File: config.mk
export PLATFORM = sky130hd
export DESIGN_NAME = tag_tracker_top
export DESIGN_NICKNAME = d
export VERILOG_FILES = /design/src/verilog/heap_cfg_pkg.sv /design/src/verilog/txn_pkg.sv /design/src/verilog/heap_free_list.sv /design/src/verilog/heap_ram.sv /design/src/verilog/req_issue.sv /design/src/verilog/rsp_merge.sv /design/src/verilog/tag_tracker_top.sv
export SDC_FILE = /design/constraint.sdc
export NUM_CORES = 1
export LEC_CHECK = 0
export ABC_AREA = 1
export BUFFER_PORTS_ARGS = -buffer_cell sky130_fd_sc_hd__buf_2
export CORE_AREA = 3 3 247 249
export DETAILED_ROUTE_END_ITERATION = 6
export DIE_AREA = 0 0 250 252
export PLACE_DENSITY_LB_ADDON = 0.12
export SETUP_SLACK_MARGIN = 0.3
export SLEW_MARGIN = 15
export SYNTH_ARGS = -nofsm -noshare
export SYNTH_HDL_FRONTEND = slang
export SYNTH_SLANG_ARGS = --single-unit
export TNS_END_PERCENT = 10
File: constraint.sdc
create_clock -name clk -period 4 [get_ports clk]
set_clock_uncertainty 0.2 [all_clocks]
set_input_delay 0.8 -clock clk [delete_from_list [all_inputs] [get_ports clk]]
set_output_delay 0.8 -clock clk [all_outputs]
set_load 0.02 [all_outputs]
File: src/verilog/heap_cfg_pkg.sv
// Tag heap sizing shared by the free list, the payload memory and the top level
// N_ENTRIES must be a power of two and above MIN_FREE_SLOTS + 2
// Two entries stay parked as list heads and are never handed out
`default_nettype none

package heap_cfg_pkg;

    // ==================================================================
    // Sizing
    // ==================================================================

    // Total number of tags in the heap
    localparam int N_ENTRIES = 16;

    // Allocation stops once the free count drops to this level
    localparam int MIN_FREE_SLOTS = 1;

    // Width of a tag index
    localparam int TAG_BITS = $clog2(N_ENTRIES);

    // ==================================================================
    // Types
    // ==================================================================

    // Tag index, also the address into the link and payload memories
    typedef logic [TAG_BITS-1:0] tag_t;

    // Free entry count, one bit wider than a tag
    typedef logic [TAG_BITS:0] free_cnt_t;

endpackage

`default_nettype wire

File: src/verilog/txn_pkg.sv
// Transaction payloads for the four valid/ready streams of the tracker
// Tags come from heap_cfg_pkg, so that package compiles first
`default_nettype none

package txn_pkg;
    import heap_cfg_pkg::*;

    // Field widths
    localparam int ADDR_BITS   = 16;
    localparam int COOKIE_BITS = 32;
    localparam int RESULT_BITS = 32;

    // Client request
    typedef struct packed {
        logic [ADDR_BITS-1:0]   addr;
        logic [COOKIE_BITS-1:0] cookie;
    } req_t;

    // Tagged request sent downstream, cookie stays behind in the payload memory
    typedef struct packed {
        tag_t                   tag;
        logic [ADDR_BITS-1:0]   addr;
    } issue_t;

    // Downstream response, may come back in any order
    typedef struct packed {
        tag_t                   tag;
        logic [RESULT_BITS-1:0] result;
    } rsp_t;

    // Completion returned to the client
    typedef struct packed {
        logic [COOKIE_BITS-1:0] cookie;
        logic [RESULT_BITS-1:0] result;
    } done_t;

endpackage

`default_nettype wire
File: src/verilog/heap_free_list.sv
// Free-list tag allocator, free tags are kept as two linked lists in a link memory
// not_full stays low for about N_ENTRIES cycles after reset while the lists are built
// alloc is legal only while not_full is high, a freed tag is credited a cycle later
`timescale 1ns/1ps
`default_nettype none

module heap_free_list
    import heap_cfg_pkg::*;
(
    input  logic clk,
    input  logic reset,

    // Allocation side
    input  logic alloc,
    output logic not_full,
    output tag_t alloc_idx,

    // Release side
    input  logic free,
    input  tag_t free_idx
);

    // ==================================================================
    // Prefetch queue, two entries, head presented as alloc_idx
    // ==================================================================

    tag_t       q_data [0:1];
    logic [1:0] q_cnt;
    logic       pop_free;
    logic       free_idx_avail;
    logic       free_idx_above_min;
    tag_t       next_free_idx;

    // Pull from a list whenever the queue has room and a tag is free
    assign pop_free = (q_cnt != 2'd2) && free_idx_avail;

    assign alloc_idx = q_data[0];
    assign not_full  = (q_cnt != 2'd0) && free_idx_above_min;

    always_ff @(posedge clk)
    begin
        if (reset)
        begin
            q_cnt <= 2'd0;
        end
        else
        begin
            q_cnt <= q_cnt + {1'b0, pop_free} - {1'b0, alloc};
        end
    end

    always_ff @(posedge clk)
    begin
        // Shift on allocation
        if (alloc)
        begin
            q_data[0] <= q_data[1];
        end

        // New tag lands in the first slot that is empty after the shift
        if (pop_free)
        begin
            if ((q_cnt == 2'd0) || ((q_cnt == 2'd1) && alloc))
            begin
                q_data[0] <= next_free_idx;
            end
            else
            begin
                q_data[1] <= next_free_idx;
            end
        end
    end

    // ==================================================================
    // Two free lists, heads and tails served round-robin
    // ==================================================================

    tag_t head_idx [0:1];
    tag_t tail_idx [0:1];
    logic head_sel;
    logic tail_sel;
    logic pop_free_q;
    logic initialized;
    tag_t init_idx;
    logic link_wen;
    tag_t link_wdata;
    tag_t link_rdata;
    logic free_q;
    tag_t free_idx_q;

    // The tag handed out is the current head, its link gives the next head
    assign next_free_idx = head_idx[head_sel];

    // During start-up the link memory is filled with the initial chain
    assign link_wen   = !initialized || free_q;
    assign link_wdata = initialized ? free_idx_q : init_idx;

    heap_ram #(
        .N_WORDS   (N_ENTRIES),
        .WORD_BITS (TAG_BITS)
    ) i_link_ram (
        .clk   (clk),
        .wen   (link_wen),
        .waddr (tail_idx[tail_sel]),
        .wdata (link_wdata),
        .raddr (head_idx[head_sel]),
        .rdata (link_rdata)
    );

    // Head pointers
    // A list popped last cycle gets its new head from the link read,
    // meanwhile the other list serves, which hides the read latency
    always_ff @(posedge clk)
    begin
        if (reset)
        begin
            pop_free_q  <= 1'b0;
            head_sel    <= 1'b0;
            head_idx[0] <= tag_t'(0);
            head_idx[1] <= tag_t'(1);
        end
        else
        begin
            pop_free_q <= pop_free;
            if (pop_free)
            begin
                head_sel <= ~head_sel;
            end
            // Selector has already toggled, so the popped list is the other one
            if (pop_free_q)
            begin
                head_idx[~head_sel] <= link_rdata;
            end
        end
    end

    // Release is pushed onto a tail one cycle after it arrives
    always_ff @(posedge clk)
    begin
        free_idx_q <= free_idx;
    end

    // Tail pointers and start-up linking, entries 0 and 1 begin as heads
    always_ff @(posedge clk)
    begin
        if (reset)
        begin
            free_q      <= 1'b0;
            tail_idx[0] <= tag_t'(0);
            tail_idx[1] <= tag_t'(1);
            tail_sel    <= 1'b0;
            init_idx    <= tag_t'(2);
            initialized <= 1'b0;
        end
        else
        begin
            free_q <= free;
            if (link_wen)
            begin
                tail_idx[tail_sel] <= link_wdata;
                tail_sel           <= ~tail_sel;
            end
            // One entry linked per cycle
            if (!initialized)
            begin
                init_idx <= init_idx + tag_t'(1);
                if (init_idx == tag_t'(N_ENTRIES - 1))
                begin
                    initialized <= 1'b1;
                end
            end
        end
    end

    // ==================================================================
    // Free count, the two head entries are never counted
    // ==================================================================

    free_cnt_t num_free;

    always_ff @(posedge clk)
    begin
        if (reset)
        begin
            num_free <= free_cnt_t'(N_ENTRIES - 2);
        end
        else if (free_q && !pop_free)
        begin
            num_free <= num_free + free_cnt_t'(1);
        end
        else if (!free_q && pop_free)
        begin
            num_free <= num_free - free_cnt_t'(1);
        end
    end

    assign free_idx_avail     = initialized && (num_free != free_cnt_t'(0));
    assign free_idx_above_min = initialized && (num_free > free_cnt_t'(MIN_FREE_SLOTS));

endmodule

`default_nettype wire

File: src/verilog/heap_ram.sv
// Simple dual-port memory, one write port and one registered read port
// Read data appears one cycle after the address, contents are not reset
// A read and a write to the same word in one cycle return the old word
`timescale 1ns/1ps
`default_nettype none

module heap_ram #(
    parameter int N_WORDS   = 16,
    parameter int WORD_BITS = 32
) (
    input  logic                       clk,

    // Write port
    input  logic                       wen,
    input  logic [$clog2(N_WORDS)-1:0] waddr,
    input  logic [WORD_BITS-1:0]       wdata,

    // Read port
    input  logic [$clog2(N_WORDS)-1:0] raddr,
    output logic [WORD_BITS-1:0]       rdata
);

    // Storage array
    logic [WORD_BITS-1:0] mem [0:N_WORDS-1];

    // Write
    always_ff @(posedge clk)
    begin
        if (wen)
        begin
            mem[waddr] <= wdata;
        end
    end

    // Registered read, one cycle latency
    always_ff @(posedge clk)
    begin
        rdata <= mem[raddr];
    end

endmodule

`default_nettype wire

File: src/verilog/req_issue.sv
// Request side, takes a tag per request and issues the tag with the address
// The cookie is written to the payload memory in the acceptance cycle
// One issue register, so issue_valid follows acceptance by one cycle
`timescale 1ns/1ps
`default_nettype none

module req_issue
    import heap_cfg_pkg::*, txn_pkg::*;
(
    input  logic                   clk,
    input  logic                   reset,

    // Client requests
    input  logic                   req_valid,
    input  req_t                   req,
    output logic                   req_ready,

    // Downstream issue
    output logic                   issue_valid,
    output issue_t                 issue,
    input  logic                   issue_ready,

    // Heap allocation
    input  logic                   not_full,
    input  tag_t                   alloc_idx,
    output logic                   alloc,

    // Payload memory write port
    output logic                   pay_wen,
    output tag_t                   pay_waddr,
    output logic [COOKIE_BITS-1:0] pay_wdata
);

    logic accept;

    // Room when a tag is ready and the issue register empties this cycle
    assign req_ready = not_full && (!issue_valid || issue_ready);
    assign accept    = req_valid && req_ready;

    // Consume the prefetched tag and park the cookie under it
    assign alloc     = accept;
    assign pay_wen   = accept;
    assign pay_waddr = alloc_idx;
    assign pay_wdata = req.cookie;

    // Issue register
    always_ff @(posedge clk)
    begin
        if (reset)
        begin
            issue_valid <= 1'b0;
        end
        else if (accept)
        begin
            issue_valid <= 1'b1;
        end
        else if (issue_ready)
        begin
            issue_valid <= 1'b0;
        end
    end

    always_ff @(posedge clk)
    begin
        if (accept)
        begin
            issue.tag  <= alloc_idx;
            issue.addr <= req.addr;
        end
    end

endmodule

`default_nettype wire

File: src/verilog/rsp_merge.sv
// Response side, joins each result with the cookie stored under its tag
// The payload read is one cycle, so done_valid follows acceptance by one cycle
// The tag goes back to the heap in the cycle its completion is taken
`timescale 1ns/1ps
`default_nettype none

module rsp_merge
    import heap_cfg_pkg::*, txn_pkg::*;
(
    input  logic                   clk,
    input  logic                   reset,

    // Downstream responses
    input  logic                   rsp_valid,
    input  rsp_t                   rsp,
    output logic                   rsp_ready,

    // Payload memory read port
    output tag_t                   pay_raddr,
    input  logic [COOKIE_BITS-1:0] pay_rdata,

    // Completions to the client
    output logic                   done_valid,
    output done_t                  done,
    input  logic                   done_ready,

    // Tag release
    output logic                   free,
    output tag_t                   free_idx
);

    logic                   accept;
    logic                   cookie_live;
    tag_t                   tag_q;
    logic [RESULT_BITS-1:0] result_q;
    logic [COOKIE_BITS-1:0] cookie_q;

    assign rsp_ready = !done_valid || done_ready;
    assign accept    = rsp_valid && rsp_ready;

    // Look up the cookie as soon as the response is seen
    assign pay_raddr = rsp.tag;

    // Completion register
    always_ff @(posedge clk)
    begin
        if (reset)
        begin
            done_valid  <= 1'b0;
            cookie_live <= 1'b0;
        end
        else
        begin
            cookie_live <= accept;
            if (accept)
            begin
                done_valid <= 1'b1;
            end
            else if (done_ready)
            begin
                done_valid <= 1'b0;
            end
        end
    end

    always_ff @(posedge clk)
    begin
        if (accept)
        begin
            tag_q    <= rsp.tag;
            result_q <= rsp.result;
        end
        // Cookie is valid on the read port only in the first cycle, keep a copy
        if (cookie_live)
        begin
            cookie_q <= pay_rdata;
        end
    end

    // Read port in the first cycle, held copy while stalled
    always_comb
    begin
        done.cookie = cookie_live ? pay_rdata : cookie_q;
        done.result = result_q;
    end

    // Release the tag once the client has taken the completion
    assign free     = done_valid && done_ready;
    assign free_idx = tag_q;

endmodule

`default_nettype wire

File: src/verilog/tag_tracker_top.sv
// Outstanding-request tag tracker, up to N_ENTRIES - 2 tags minus the free threshold
// Requests stall after reset until the tag heap has finished linking
`timescale 1ns/1ps
`default_nettype none

module tag_tracker_top
    import heap_cfg_pkg::*, txn_pkg::*;
(
    input  logic   clk,
    input  logic   reset,

    // Client requests
    input  logic   req_valid,
    input  req_t   req,
    output logic   req_ready,

    // Downstream issue
    output logic   issue_valid,
    output issue_t issue,
    input  logic   issue_ready,

    // Downstream responses
    input  logic   rsp_valid,
    input  rsp_t   rsp,
    output logic   rsp_ready,

    // Completions
    output logic   done_valid,
    output done_t  done,
    input  logic   done_ready
);

    // ==================================================================
    // Internal wiring
    // ==================================================================

    logic                   not_full;
    tag_t                   alloc_idx;
    logic                   alloc;
    logic                   free;
    tag_t                   free_idx;
    logic                   pay_wen;
    tag_t                   pay_waddr;
    logic [COOKIE_BITS-1:0] pay_wdata;
    tag_t                   pay_raddr;
    logic [COOKIE_BITS-1:0] pay_rdata;

    // Input side
    req_issue i_req_issue (
        .clk         (clk),
        .reset       (reset),
        .req_valid   (req_valid),
        .req         (req),
        .req_ready   (req_ready),
        .issue_valid (issue_valid),
        .issue       (issue),
        .issue_ready (issue_ready),
        .not_full    (not_full),
        .alloc_idx   (alloc_idx),
        .alloc       (alloc),
        .pay_wen     (pay_wen),
        .pay_waddr   (pay_waddr),
        .pay_wdata   (pay_wdata)
    );

    // Tag heap
    heap_free_list i_heap_free_list (
        .clk       (clk),
        .reset     (reset),
        .alloc     (alloc),
        .not_full  (not_full),
        .alloc_idx (alloc_idx),
        .free      (free),
        .free_idx  (free_idx)
    );

    // Cookie storage indexed by tag
    heap_ram #(
        .N_WORDS   (N_ENTRIES),
        .WORD_BITS (COOKIE_BITS)
    ) i_payload_ram (
        .clk   (clk),
        .wen   (pay_wen),
        .waddr (pay_waddr),
        .wdata (pay_wdata),
        .raddr (pay_raddr),
        .rdata (pay_rdata)
    );

    // Output side
    rsp_merge i_rsp_merge (
        .clk        (clk),
        .reset      (reset),
        .rsp_valid  (rsp_valid),
        .rsp        (rsp),
        .rsp_ready  (rsp_ready),
        .pay_raddr  (pay_raddr),
        .pay_rdata  (pay_rdata),
        .done_valid (done_valid),
        .done       (done),
        .done_ready (done_ready),
        .free       (free),
        .free_idx   (free_idx)
    );

endmodule

`default_nettype wire

==> impl_summary.md <==
Outcome
The flow ran to the end, and the final reports show no timing, DRC or antenna violations.

Route
After the first detailed-routing iteration, the DRC count stood at around 1300. Summing over every cut layer, the via total after detailed routing is ~18000. The mean number of vias per cell is 5.27. The detail route stage leaves a number of antenna-violating nets equal to 0.

The detailed-route wire length per cell is 18.8 µm. The sum of routed wire length over all layers is 62900 µm. The first TritonRoute pass finished after 5 iterations. In the routed design, unresolved DRC markers number 0.

Power
The sequential share of power is between 50% and 60%. Per report_power, the clock group accounts for 42.9% of the total. The power per unit of standard cell area is ~510 mW/mm². The internal power is approximately 13 mW. The switching power summed over all nets is around 3.7 mW. In this run switching power makes up roughly a fifth of total power. The share of total power dissipated in combinational logic is roughly 6%. IR analysis of the VDD net gives a maximum drop of 301 µV. The static leakage is 13.0 nW.

Place
Buffers placed on the I/O ports in this run total approximately 180. The routability congestion estimate is between 0.8 and 0.9. Once detailed placement completed, the half-perimeter wirelength came to 37000 µm.

STA
Headroom to the max-slew limit came out at about 25%. Setup repair after global routing left no endpoint under its margin. The number of pins with negative max-slew slack in the final report is 0. The setup total negative slack is 0 ps. Timing would allow up to 322 MHz. The number of hold violations in the final report is 0.

The total setup violations reported at the end of the flow is 0. The clock period could shrink to 3100 ps. The worst path uses between 70% and 80% of the clock period. For the pin with the worst max-slew slack, the measured transition is around 1100 ps.

Yosys
The number of nets in the synthesized netlist is 2428. The synthesized design devotes to its leading area cell type 67.0% of total area. The cell count after synthesis came out at 2330. By area the synthesized netlist is led by sky130_fd_sc_hd__edfxtp_1, sky130_fd_sc_hd__dfxtp_1, sky130_fd_sc_hd__inv_1.

A synthesized cell averages around 13 µm². The summed instance area of the synthesized netlist is around 0.029 mm². The post-synthesis sequential area ratio is between 70% and 80%. The warning count from the yosys run is 0.

The biggest area contributor in the post-synthesis netlist is sky130_fd_sc_hd__edfxtp_1. The synthesized netlist contains 32 unique library cells. Synthesis inferred around 750 register bits.

Global routing
The number of global-route vias before repair is 17178. The wire length of the first global-routing pass is roughly 98000 µm. The largest net degree at the start of global routing is 99.

In the global route stage, overall resource usage came out at between 15 and 20%. The number of antenna violations at the first check in global routing is 2. The overflow left after global routing is 0.

Worst setup path
The beginning of the worst register-to-register path is i_heap_free_list.num_free[1]. The maximum fanout along the worst path is 18. The kind of start point of the critical path is a flop. Measured in cells, the most critical reg-to-reg path has a length of 12. The worst setup path is captured at a primary output. Data arrives at the worst endpoint at 2100 ps. Setup slack on the worst reg-to-reg path comes out at about 1100 ps. For the worst setup path, the data required time is around 3000 ps. The class of the most critical setup path is flop to primary output. The worst flop-to-flop path endpoint is i_payload_ram.mem[5][24].

Die
The I/O pin count is ~180. The die outline area is ~0.063 mm². In this run the vertical extent of the chip is between 200 and 300 µm. The floorplan step defined a core boundary enclosing between 0.05 and 0.06 mm². The initialized floorplan defines slightly below 90 standard-cell rows. The width of the die is between 200 and 300 µm.

The initial cell density of the core is 49.9%.

Clock tree
The total number of H-tree levels is 3. The CTS tree is yes. The clock net in this run drives a total of between 700 and 800 sinks. The post-CTS repair timing setup buffer count is 0.

The cts-stage hold buffer count is 0. The clock transition at the registers of the reported paths is approximately 60 ps. The cell chosen for the clock root is sky130_fd_sc_hd__clkbuf_16.

The later pin in the worst-skew pair is clocked with a latency of a little over 600 ps. The number of gates resized after cts is 0. The buffer depth of the longest clock path is 3. The total clock buffers created by CTS is between 70 and 80.

Cells and area
The signed area change from the synthesized netlist to the final layout is 14.8%. The post-route core utilization is approximately 57%. The library cell used most frequently in the layout, excluding fill and tap cells, is sky130_fd_sc_hd__edfxtp_1. The library cells used most frequently in the layout, excluding fill and tap cells, are sky130_fd_sc_hd__edfxtp_1, sky130_fd_sc_hd__inv_1, sky130_fd_sc_hd__nand2_1. At the end of the flow, the number of nets in the layout was 2610. The number of diodes added for antenna fixing is 0. Of the cells placed in the final design, the portion with a size suffix greater than 1 is approximately 16%.

Job
Max-cap violations in this run came to 0.

Min path
Along the worst hold path, the cell count comes to 0. The endpoint of the worst hold path is i_heap_free_list.free_idx_q[3]. The worst hold path belongs to the class flop to flop. The startpoint identified for the worst hold timing path is i_rsp_merge.free_idx[3].
synth_stat cells:
cell                       instances
sky130_fd_sc_hd__nand3_1         255
sky130_fd_sc_hd__inv_1           350
sky130_fd_sc_hd__or2_1             2
sky130_fd_sc_hd__clkbuf_2          8
sky130_fd_sc_hd__clkbuf_1         25
sky130_fd_sc_hd__nand2_2           1
sky130_fd_sc_hd__ha_1              8
sky130_fd_sc_hd__o21ai_1          75
sky130_fd_sc_hd__inv_4             1
sky130_fd_sc_hd__or2_2             1
sky130_fd_sc_hd__inv_2             7
sky130_fd_sc_hd__o21ai_4           1
sky130_fd_sc_hd__nand2_1         305
sky130_fd_sc_hd__xor2_1            2
sky130_fd_sc_hd__nor2_1           68
sky130_fd_sc_hd__buf_6            36
sky130_fd_sc_hd__mux2_2           27
sky130_fd_sc_hd__a21oi_2           1
sky130_fd_sc_hd__dfxtp_1          93
sky130_fd_sc_hd__nor3_1            2
sky130_fd_sc_hd__a21oi_1         142
sky130_fd_sc_hd__nand4_1           2
sky130_fd_sc_hd__o21ai_0          73
sky130_fd_sc_hd__o211ai_1        124
sky130_fd_sc_hd__o211ai_2          6
sky130_fd_sc_hd__mux2_1            5
sky130_fd_sc_hd__o22ai_1           1
sky130_fd_sc_hd__buf_4            11
sky130_fd_sc_hd__o21ai_2           1
sky130_fd_sc_hd__buf_1            11
sky130_fd_sc_hd__edfxtp_1        656
sky130_fd_sc_hd__buf_2            30
worst max-delay path by stage:
stage,from,end,slack (ps),cells after the start
floorplan,issue_ready,i_payload_ram.mem[11][0],180,10
global placement,issue_ready,i_payload_ram.mem[11][13],800,12
detailed placement,issue_ready,i_payload_ram.mem[5][27],760,12
CTS,i_rsp_merge.cookie_live,done[63],790,3
global route,i_rsp_merge.cookie_live,done[49],780,3
finish,i_rsp_merge.cookie_live,done[47],900,3
registers in the layout (all words and copies together), names as in the netlist, named ones only:
signal	flops
i_heap_free_list.initialized	1
i_rsp_merge.result_q	32
i_heap_free_list.tail_sel	1
i_heap_free_list.head_sel	1
i_heap_free_list.tail_idx	8
i_heap_free_list.free_q	1
i_heap_free_list.init_idx	4
i_heap_free_list.free_idx_q	4
i_payload_ram.mem	512
i_payload_ram.rdata	32
i_heap_free_list.i_link_ram.rdata	4
i_rsp_merge.free_idx	4
i_rsp_merge.cookie_q	32
i_heap_free_list.q_cnt	2
i_heap_free_list.num_free	5
i_heap_free_list.head_idx	8
i_rsp_merge.cookie_live	1
i_rsp_merge.done_valid	1
i_req_issue.issue	20
i_heap_free_list.pop_free_q	1
i_req_issue.issue_valid	1
i_heap_free_list.i_link_ram.mem	64
i_heap_free_list.q_data	8
final cells by class:
| class | instances | area (µm²) |
|---|---|---|
| Fill cell | 4815 | 25100 |
| Sequential cell | 749 | 21600 |
| Multi-Input combinational cell | 1102 | 5820 |
| Clock buffer | 111 | 2220 |
| Timing Repair Buffer | 222 | 1440 |
| Inverter | 358 | 1350 |
| Tap cell | 773 | 967 |
| Clock inverter | 34 | 422 |
power by group through the flow:
stage	Combinational [mW]	Sequential [mW]	Clock (mW)
6_report	1.04	8.75	7.36
3_3_place_gp	1.04	8.91	0
5_1_grt	1.16	8.76	7.86
4_1_cts	1.06	8.75	7.54
2_1_floorplan	0.669	8.92	0
3_5_place_dp	1.05	8.92	0
metrics by stage:
step	hold WS, ps	cells	power [mW]	area, µm²	setup WS [ps]
finish	140	3349	17.1	33800	896
global route	139	3349	17.8	33800	780
CTS	125	3349	17.4	33800	785
detailed placement	129	3204	9.97	31100	757
global placement	127	3204	9.95	31100	803
floorplan	123	2330	9.59	29400	181
metal layers:
layer,wire (µm),GRT usage [%],part of all wire [%]
met1,28300,28.2,45
met2,30000,32.3,48
met3,3380,3.29,5.4
met4,1190,5.97,1.9
met5,24,0,0.038
cell families (layout without fill, tap and decap cells):
group                    Yosys count  in the layout  synth area share (%)
AO/OA/AOI/OAI                    424            424                  8.49
XOR/XNOR                           2              2                0.0596
adder cells (fa/ha/maj)            8              8                 0.340
buffers and inverters            479            725                  7.34
flip-flops                       749            749                  73.3
multiplexers                      32             32                  1.22
AND/OR/NAND/NOR                  636            636                  9.26
critical path, stage by stage, from the launching register on:
cell,delay (ps)
sky130_fd_sc_hd__dfxtp_2,700
sky130_fd_sc_hd__buf_12,250
sky130_fd_sc_hd__mux2_2,360
sky130_fd_sc_hd__buf_2,160
Power figures use the tool's default switching activity.
